===== src/common/dly_cfg_pkg.sv =====
//**************************************************************************
// delay configuration package
// tap and select widths, channel count, history depth and the map from
// delay channel to output data bit
//**************************************************************************

package dly_cfg_pkg;

    localparam int DLY_TAP_WIDTH = 6;
    localparam int DLY_TAP_MAX   = (1 << DLY_TAP_WIDTH) - 1;   // 63
    localparam int NUM_DLY       = 4;                          // split evenly in/out
    localparam int DLY_SEL_WIDTH = $clog2(NUM_DLY);
    localparam int DLY_DEPTH     = DLY_TAP_MAX + 1;            // one stage per tap

    typedef logic [DLY_TAP_WIDTH-1:0] dly_tap_t;

    // input-side delays land on even bits, output-side delays on odd bits
    //   chan 0 -> bit 0   (idly 0)
    //   chan 1 -> bit 2   (idly 1)
    //   chan 2 -> bit 1   (odly 0)
    //   chan 3 -> bit 3   (odly 1)
    localparam int DLY_OUT_BIT [NUM_DLY] = '{0, 2, 1, 3};

endpackage

===== src/common/dly_cmd_pkg.sv =====
//**************************************************************************
// delay command package
// opcode broadcast from the command decoder and the channel index type
//**************************************************************************

package dly_cmd_pkg;

    // one opcode per cycle, NONE when idle
    typedef enum logic [1:0] {
        DLY_OP_NONE = 2'd0,
        DLY_OP_LOAD = 2'd1,
        DLY_OP_INC  = 2'd2,
        DLY_OP_DEC  = 2'd3
    } dly_op_e;

    typedef logic [dly_cfg_pkg::DLY_SEL_WIDTH-1:0] dly_chan_t;

endpackage


===== src/common/dly_ctrl_if.sv =====
//**************************************************************************
// delay control interface
// carries the decoded command to the channels and the channel taps back
// to the readback logic
//**************************************************************************

interface dly_ctrl_if;
    import dly_cfg_pkg::*;
    import dly_cmd_pkg::*;

    dly_op_e   op;                 // valid for a single cycle
    dly_chan_t chan_sel;           // target channel of op
    dly_tap_t  load_tap;           // value for DLY_OP_LOAD
    dly_tap_t  tap [NUM_DLY];      // one entry per channel

    modport cmd_src (output op, output chan_sel, output load_tap);

    // each channel drives only its own tap entry
    modport chan (input op, input chan_sel, input load_tap, output tap);

    modport rdbk (input tap);

endinterface


===== src/dly_ctrl_top.sv =====
//**************************************************************************
// programmable data delay top
// command decoder, four delay channels and tap readback, with the delayed
// input-side and output-side bits interleaved on the data output
//**************************************************************************

module dly_ctrl_top (
    input  logic                                  clk_i_buf,
    input  logic                                  reset_buf,
    input  dly_cmd_pkg::dly_chan_t                sel_dly_i,
    input  logic [dly_cfg_pkg::NUM_DLY/2-1:0]     din_idly_i,
    input  logic [dly_cfg_pkg::NUM_DLY/2-1:0]     din_odly_i,
    input  dly_cfg_pkg::dly_tap_t                 g2f_trx_dly_tap_i,
    input  logic                                  dly_incdec_i,
    input  logic                                  dly_ld_i,
    input  logic                                  dly_adj_i,
    output logic [dly_cfg_pkg::NUM_DLY-1:0]       data_delayed_o,
    output dly_cfg_pkg::dly_tap_t                 dly_tap_val_o
);
    import dly_cfg_pkg::*;

    localparam int HALF = NUM_DLY / 2;

    logic [NUM_DLY-1:0] chan_din;
    logic [NUM_DLY-1:0] chan_dout;

    dly_ctrl_if ctrl ();

    dly_cmd_decoder u_decoder (
        .clk_i_buf    (clk_i_buf),
        .reset_buf    (reset_buf),
        .sel_dly_i    (sel_dly_i),
        .dly_tap_i    (g2f_trx_dly_tap_i),
        .dly_incdec_i (dly_incdec_i),
        .dly_ld_i     (dly_ld_i),
        .dly_adj_i    (dly_adj_i),
        .cmd          (ctrl.cmd_src)
    );

    //**********************************************************************
    // delay channels, idly first then odly
    //**********************************************************************
    for (genvar g = 0; g < NUM_DLY; g++) begin : gen_chan
        if (g < HALF) begin : gen_idly
            assign chan_din[g] = din_idly_i[g];
        end else begin : gen_odly
            assign chan_din[g] = din_odly_i[g-HALF];
        end

        dly_chan #(.CHAN_IDX(DLY_SEL_WIDTH'(g))) u_chan (
            .clk_i_buf (clk_i_buf),
            .reset_buf (reset_buf),
            .din_i     (chan_din[g]),
            .cmd       (ctrl.chan),
            .dout_o    (chan_dout[g])
        );
    end

    // interleave onto the output bus
    always_comb begin
        data_delayed_o = '0;
        for (int k = 0; k < NUM_DLY; k++)
            data_delayed_o[DLY_OUT_BIT[k]] = chan_dout[k];
    end

    dly_tap_readback u_readback (
        .clk_i_buf     (clk_i_buf),
        .reset_buf     (reset_buf),
        .sel_dly_i     (sel_dly_i),
        .taps          (ctrl.rdbk),
        .dly_tap_val_o (dly_tap_val_o)
    );

endmodule


===== src/dly_tap_readback.sv =====
//**************************************************************************
// tap readback
// registers the tap of the channel picked by the select input
//**************************************************************************

module dly_tap_readback (
    input  logic                   clk_i_buf,
    input  logic                   reset_buf,
    input  dly_cmd_pkg::dly_chan_t sel_dly_i,
    dly_ctrl_if.rdbk               taps,
    output dly_cfg_pkg::dly_tap_t  dly_tap_val_o
);

    // select sampled at the same edge as the tap, readback is continuous
    always_ff @(posedge clk_i_buf) begin
        if (!reset_buf)
            dly_tap_val_o <= '0;
        else
            dly_tap_val_o <= taps.tap[sel_dly_i];
    end

endmodule


===== src/dly_chan/dly_chan.sv =====
//**************************************************************************
// delay channel
// saturating 6-bit tap register driven by the command broadcast, and a
// shift history that delays the data bit by tap+1 cycles
//**************************************************************************

module dly_chan #(
    parameter dly_cmd_pkg::dly_chan_t CHAN_IDX = '0
) (
    input  logic     clk_i_buf,
    input  logic     reset_buf,
    input  logic     din_i,
    dly_ctrl_if.chan cmd,
    output logic     dout_o
);
    import dly_cfg_pkg::*;
    import dly_cmd_pkg::*;

    dly_tap_t             tap_q;
    logic [DLY_DEPTH-1:0] hist_q;     // bit 0 is the newest sample
    logic                 hit;

    assign hit = (cmd.chan_sel == CHAN_IDX);

    //**********************************************************************
    // tap register
    //**********************************************************************
    always_ff @(posedge clk_i_buf) begin
        if (!reset_buf) begin
            tap_q <= '0;
        end else if (hit) begin
            case (cmd.op)
                DLY_OP_LOAD: tap_q <= cmd.load_tap;
                DLY_OP_INC: begin
                    if (tap_q != dly_tap_t'(DLY_TAP_MAX))
                        tap_q <= tap_q + 1'b1;      // stop at max
                end
                DLY_OP_DEC: begin
                    if (tap_q != '0)
                        tap_q <= tap_q - 1'b1;      // stop at zero
                end
                default: tap_q <= tap_q;
            endcase
        end
    end

    assign cmd.tap[CHAN_IDX] = tap_q;

    //**********************************************************************
    // data history
    //**********************************************************************
    always_ff @(posedge clk_i_buf) begin
        if (!reset_buf)
            hist_q <= '0;
        else
            hist_q <= {hist_q[DLY_DEPTH-2:0], din_i};
    end

    // hist_q[n] holds din from n+1 edges back
    assign dout_o = hist_q[tap_q];

endmodule


===== src/dly_cmd_decoder.sv =====
//**************************************************************************
// delay command decoder
// samples the user strobes, finds adjust rising edges and issues a single
// opcode per cycle with load taking priority over adjust
//**************************************************************************

module dly_cmd_decoder (
    input  logic                   clk_i_buf,
    input  logic                   reset_buf,
    input  dly_cmd_pkg::dly_chan_t sel_dly_i,
    input  dly_cfg_pkg::dly_tap_t  dly_tap_i,
    input  logic                   dly_incdec_i,
    input  logic                   dly_ld_i,
    input  logic                   dly_adj_i,
    dly_ctrl_if.cmd_src            cmd
);
    import dly_cfg_pkg::*;
    import dly_cmd_pkg::*;

    dly_chan_t sel_q;
    dly_tap_t  tap_q;
    logic      ld_q;
    logic      adj_q;
    logic      adj_prev_q;     // adj level one sample back
    logic      incdec_q;
    logic      adj_rise;

    //**********************************************************************
    // input sampling
    //**********************************************************************
    always_ff @(posedge clk_i_buf) begin
        if (!reset_buf) begin
            sel_q      <= '0;
            tap_q      <= '0;
            ld_q       <= 1'b0;
            adj_q      <= 1'b0;
            adj_prev_q <= 1'b0;
            incdec_q   <= 1'b0;
        end else begin
            sel_q      <= sel_dly_i;
            tap_q      <= dly_tap_i;
            ld_q       <= dly_ld_i;
            adj_q      <= dly_adj_i;
            adj_prev_q <= adj_q;
            incdec_q   <= dly_incdec_i;
        end
    end

    assign adj_rise = adj_q & ~adj_prev_q;   // held adj gives one step only

    //**********************************************************************
    // opcode resolution
    //**********************************************************************
    always_comb begin
        if (ld_q)
            cmd.op = DLY_OP_LOAD;               // load wins over adjust
        else if (adj_rise)
            cmd.op = incdec_q ? DLY_OP_INC : DLY_OP_DEC;
        else
            cmd.op = DLY_OP_NONE;
    end

    assign cmd.chan_sel = sel_q;
    assign cmd.load_tap = tap_q;

endmodule


===== config.mk =====
export PLATFORM = sky130hd
export DESIGN_NAME = dly_ctrl_top
export DESIGN_NICKNAME = d
export VERILOG_FILES = /design/src/common/dly_cfg_pkg.sv /design/src/common/dly_cmd_pkg.sv /design/src/common/dly_ctrl_if.sv /design/src/dly_ctrl_top.sv /design/src/dly_tap_readback.sv /design/src/dly_chan/dly_chan.sv /design/src/dly_cmd_decoder.sv
export SDC_FILE = /design/constraint.sdc
export NUM_CORES = 1
export LEC_CHECK = 0
export ABC_AREA = 1
export BUFFER_PORTS_ARGS = -buffer_cell sky130_fd_sc_hd__buf_2
export CORE_AREA = 2 2 145 147
export CTS_CLUSTER_DIAMETER = 30
export DETAILED_ROUTE_END_ITERATION = 8
export DIE_AREA = 0 0 147 149
export GPL_ROUTABILITY_DRIVEN = 0
export PLACE_DENSITY_LB_ADDON = 0.05
export SETUP_SLACK_MARGIN = 0.1
export SKIP_CTS_REPAIR_TIMING = 1
export SLEW_MARGIN = 5
export SYNTH_ARGS = -nofsm -noshare
export SYNTH_HDL_FRONTEND = slang
export SYNTH_SLANG_ARGS = --single-unit

===== constraint.sdc =====
create_clock -name clk_i_buf -period 2.65 [get_ports clk_i_buf]
set_input_delay 0.6625 -clock clk_i_buf [delete_from_list [all_inputs] [get_ports clk_i_buf]]
set_output_delay 0.6625 -clock clk_i_buf [all_outputs]
set_load 0.05 [all_outputs]

Word level (Yosys, flattened, before mapping)
Index checks and enable logic that the tools add are counted.
{ "totals": {"register_bits": 298, "inputBits": 17, "elab_cells": 85} }
{ "op_classes": {"add_sub_neg": 8, "order_cmp": 5, "eq_ne": 18, "n_mux": 26, "bitwise": 3, "n_reduce_logical": 10} }
{ "op_table": {"columns": ["op", "count"], "rows": [
  ["$pmux 6 s3", 4],
  ["$mux 6", 10],
  ["$lt 6x7->1 const B", 4],
  ["$add 6x1->6 const B", 4],
  ["$bmux 1 s6", 4],
  ["$ne 6x6->1 const B", 4],
  ["$reduce_bool 6->1", 4],
  ["$sub 6x1->6 const B", 4],
  ["$ne 2x1->1 const B", 8],
  ["$reduce_and 4->1", 4],
  ["$bmux 6 s2", 1],
  ["$eq 2x2->1 const B", 4],
  ["$mux 1", 5],
  ["$eq 2x1->1 const B", 2],
  ["$mux 2", 2],
  ["$ge 3x3->1 const B", 1],
  ["$not 2->3", 1],
  ["$reduce_bool 3->1", 1],
  ["$logic_not 2->1", 1],
  ["$and 1x1->1", 1],
  ["$not 1->1", 1]
]} }

Logic depth before layout (Yosys ltp)
{ "depth": {"word_depth": 7, "mapped_depth": 15, "depth_no_buf": 14} }

Worst setup path before layout
OpenSTA, ideal clock, no wires.
{ "synth_path": {"kind": "register to output", "from": "register gen_chan[2].u_chan.tap_q[0]", "to": "output port data_delayed_o[1] in the netlist's numbering", "t_arrival_ns": 1.537, "t_required_ns": 1.987, "setup_slack_ns": 0.450, "path_stages_with_launch": 11, "n_path_buf": 3, "cell_sequence": "dfxtp_1 buf_2 clkinv_1 clkbuf_1 o21ai_0 o211ai_1 nand3_1 nand4_1 nand3_1 nand2_1 buf_4"} }
{ "synth_via": {"elab_chain_cells": 2} }
{ "synth_lines": {"columns": ["element", "line_no", "rtl"], "rows": [
  ["from (decl)", "dly_chan.sv:19", "dly_tap_t tap_q;"],
  ["from (signal assigned)", "dly_chan.sv:33", "DLY_OP_LOAD: tap_q <= cmd.load_tap;"],
  ["from (signal assigned)", "dly_chan.sv:36", "tap_q <= tap_q + 1'b1;"],
  ["from (signal assigned)", "dly_chan.sv:40", "tap_q <= tap_q - 1'b1;"],
  ["$bmux 1 s6", "dly_chan.sv:60", "assign dout_o = hist_q[tap_q];"],
  ["$mux 1 (implied by the code)", "dly_chan.sv:60", null],
  ["to (decl)", "dly_ctrl_top.sv:17", "output logic [dly_cfg_pkg::NUM_DLY-1:0] data_delayed_o,"]
]} }
No other way between the ends. The select of a mux whose other input is x is not followed.

Final worst setup path
{ "layout_path": {"from": "register gen_chan[0].u_chan.tap_q[0]", "to": "output port data_delayed_o[0] in the netlist's numbering"} }
{ "layout_via": {"elab_chain_cells": 2} }
{ "layout_lines": {"columns": ["element", "line_no"], "rows": [
  ["from (decl)", "dly_chan.sv:19"],
  ["from (signal assigned)", "dly_chan.sv:33"],
  ["from (signal assigned)", "dly_chan.sv:36"],
  ["from (signal assigned)", "dly_chan.sv:40"],
  ["$bmux 1 s6", "dly_chan.sv:60"],
  ["$mux 1 (implied by the code)", "dly_chan.sv:60"]
]} }
No other way between the ends. The select of a mux whose other input is x is not followed.

==> results <==
- The overall global routing resource usage is 25.9%.
- The number of library cell types mapped by synthesis is 30.
- Once the floorplan was initialized, standard cells occupied 60.0% of the core.
- The clock tree synthesis step divided the H-tree into 2 levels.
- The count of maximum capacitance violations is 0.
- The post-route netlist has between 10% and 20% of its cells at a drive strength greater than 1.
- The synthesized design contains around 300 register bits.
- After clock tree synthesis, the clock-pin slew on the worst setup and hold paths is 0.05 ns.
- The headroom to the max-slew limit is roughly 70%.
- For this run, the post-layout net count is roughly 1.8k.
- Detailed routing inserted a total of 10.9k vias.
- The number of enable-type register cells in the synthesized netlist is 0.
- The repair_antennas step left the layout with diodes totalling 0.
- STA puts the critical path data required time at just under 2 ns.
- The share of flip-flops with an asynchronous set or reset is 0%.
- Setup repair after global routing could not meet its margin everywhere.
- The number of instances in the synthesized netlist is between 1.5k and 2k.
- The source-to-sink clock delay at the later pin of the worst-skew pair is approximately 0.55 ns.
- The chip height is 149 µm.
- The HPWL after detailed placement is roughly 18,000 µm.
- The total met2 wirelength after detailed routing is 14,400 µm.
- STA classifies the critical path startpoint as a flip-flop.
- The count of TritonRoute iterations in the first routing pass is 7.
- The average wire per cell in the routed design is between 10 and 15 µm.
- The detailed router put a total of approximately 13,000 µm of wire on met1.
- After detailed routing, the number of remaining DRC violations is 0.
- The routed design has about 30,000 µm of wire.
- After synthesis, the most frequently instantiated cells are nand2_1, inv_1, dfxtp_1, nor2_1, o21ai_0.
- The cell at the root of the clock tree is clkbuf_16.
- The number of global-route vias before repair is ~10k.
- The cell count after placement is about 2.0k.
- The core utilization of the finished layout is approximately three quarters.
- Once routing completed, OpenROAD measured the worst setup slack at -0.144 ns.
- The area of the core is 20,600 µm².
- After synthesis, the largest area contributor takes up 48.3% of total cell area.
- The final critical path takes up 105% of the cycle.
- The final global-route overflow total is 0.
- The origin of the worst setup path is gen_chan[0].u_chan.tap_q[0]$_SDFFE_PN0P_.
- The number of endpoints with negative hold slack in the final report came to 0.
- The timing-limited maximum frequency is between 0.3 and 0.4 GHz.
- The number of clock sinks is 298.
- The detailed router finished its first iteration with between 800 and 900 violations.
- For this design the top-level I/O count stands at 27.
- The number of antenna violations at the first check in global routing is 0.
- The maximum root-to-sink buffer count is 3.
- The most frequent cell after synthesis is nand2_1.
- The area growth from synthesis to final layout is 23.6%.
- In this run the most critical hold path is launched from g2f_trx_dly_tap_i[5].
- In the routed layout, each cell is associated on average with a via count of 5.14.
- By area the synthesized netlist is led by dfxtp_1, nand2_1, inv_1.
- Averaged over all synthesized cells, the footprint is approximately 7.1 µm².
- The synthesized design spends more area on one cell type than any other, namely dfxtp_1.
- STA classifies the critical path endpoint as an output pin.
- Across the VDD grid, the largest voltage drop is between 0.7 and 0.8 mV.
- OpenSTA, run right after detailed placement, puts the worst setup slack at around 0.35 ns.
- For the worst setup path, the data arrival time is roughly 2.1 ns.
- The checks that failed: negative setup slack.
- Between clock sinks in the finished design, the worst skew comes to between 0.01 and 0.015 ns.
- For the pin with the worst max-slew slack, the measured transition is about 0.45 ns.
- The die covers approximately 22,000 µm².
- The number of nets still failing antenna checks after routing is 0.
- The prevailing post-synth register cell is dfxtp_1.
- The run finished, with violations left.
- The chip width is about 150 µm.
- The net count after synthesis is approximately 1.8k.
- The largest net degree at the start of global routing is 94.
- The power per standard cell area is 810 nW/µm².
- TritonCTS created 56 clock buffers.
- Of all nets on the critical path, the largest fanout is 7.
- The worst register-to-register path begins at u_decoder.ld_q$_SDFF_PN0_.
- The sequential fraction of the synthesis area is about half.
- The smallest clock period supported by the final layout is computed as ~2.8 ns.
- The number of pins with negative max-slew slack in the final report came to 0.
- The leakage power summed over all cells is ~8.4 nW.
- The total number of placement rows is 53.
- TritonCTS built the clock tree.
- The detailed router used layers up to and including met4.
- The non-filler instance count after layout is 2,115.
- Setup violations remaining at the end of the flow were counted as 3.
- The worst setup path is of the reg -> out kind.
- The met3 wire length is between 1500 and 2000 µm.
- The area of the mapped netlist is ~12,000 µm².
- The yosys synthesis warning count is 0.
- In this run the tool buffered the top-level ports with 26 buffer cells.
- In this run the worst hold path is classified as in -> reg.
- The wire length of the first global-routing pass is ~47,000 µm.
- The number of inserted filler cells in the final layout is between 1.5k and 2k.
[path summary, 6_finish.rpt]
kind                                                    to  slack, ns  cells after the start
hold / removal        u_decoder.cmd.load_tap[5]$_SDFF_PN0_       0.29                      3
setup / recovery                         data_delayed_o[0]      -0.14                     10
hold reg to reg   gen_chan[1].u_chan.hist_q[23]$_SDFF_PN0_       0.42                      2
setup reg to reg  gen_chan[2].u_chan.tap_q[0]$_SDFFE_PN0P_       0.50                      9
[cells by family after synthesis]
kind of cell,Yosys count,share of synthesized area (%)
DFF,298,48.3
buffers and inverters,430,13.6
xor gates and xnor gates,4,0.284
adders and majority gates,4,0.406
AOI/OAI and AO/OA,302,13.4
and+or+nand+nor,707,24.0
[layer usage]
metal | vias up | track usage, %
met4 | 0 | 8.70
met1 | 4996 | 34.1
met3 | 62 | 4.50
met5 | - | 0
met2 | 310 | 43.6
li1 | 5510 | -
[worst max-delay path: stages (launching register included)]
cell and delay (ns):
dfxtp_4 0.44, inv_6 0.07, buf_8 0.14, buf_12 0.12, o21ai_1 0.14, o22ai_1 0.11
nand2_1 0.09, nand4_1 0.12, nand3_1 0.13, nand2_2 0.07, buf_8 0.15
[stage by stage]
stage | power, mW | setup TNS, ns | area, µm² | hold WS [ns]
floorplan | 5.22 | 0 | 12300 | 0.402
global placement | 5.41 | 0 | 12700 | 0.406
detailed placement | 5.42 | 0 | 12700 | 0.409
CTS | 12.3 | -0.895 | 14600 | 0.282
global route | 12.8 | -0.694 | 15300 | 0.298
finish | 12.4 | -0.206 | 15300 | 0.293
[final cells by class]
cell class | instances | area, µm² | share of cell area [%]
clock buffers | 72 | 1570 | 10.3
clock inverters | 29 | 299 | 1.96
inverters | 334 | 1280 | 8.37
multi-input cells | 1017 | 4830 | 31.7
flip-flops and latches | 298 | 5990 | 39.3
well taps | 275 | 344 | 2.26
repair buffers | 90 | 936 | 6.14
[sequential cells by signal, indices dropped and copies added (netlist names)]
| name | count |
|---|---|
| gen_chan.u_chan.hist_q | 256 |
| gen_chan.u_chan.tap_q | 24 |
| u_decoder.cmd.load_tap | 6 |
| u_readback.dly_tap_val_o | 6 |
| u_decoder.cmd.chan_sel | 2 |
| u_decoder.adj_prev_q | 1 |
| u_decoder.adj_q | 1 |
| u_decoder.incdec_q | 1 |
| u_decoder.ld_q | 1 |
[power breakdown]
part | internal (mW) | switching [mW]
Clock | 4.56 | 2.29
Combinational | 0.330 | 0.579
Sequential | 4.54 | 0.0550
[layout by cell type (no fill, tap or decap), types with 14 or more instances in the layout]
cell / synthesis / routed
a21oi_1: 45 / 42
buf_2: 22 / 21
buf_4: 5 / 34
clkbuf_16: 0 / 63
dfxtp_1: 298 / 288
inv_1: 321 / 314
inv_2: 12 / 14
nand2_1: 403 / 400
nand3_1: 71 / 71
nand4_1: 17 / 17
nor2_1: 189 / 178
nor2_2: 5 / 14
o211ai_1: 28 / 28
o21ai_0: 176 / 140
o21ai_1: 6 / 32
o22ai_1: 34 / 29
Note: power is estimated with default switching activity, not from simulation.
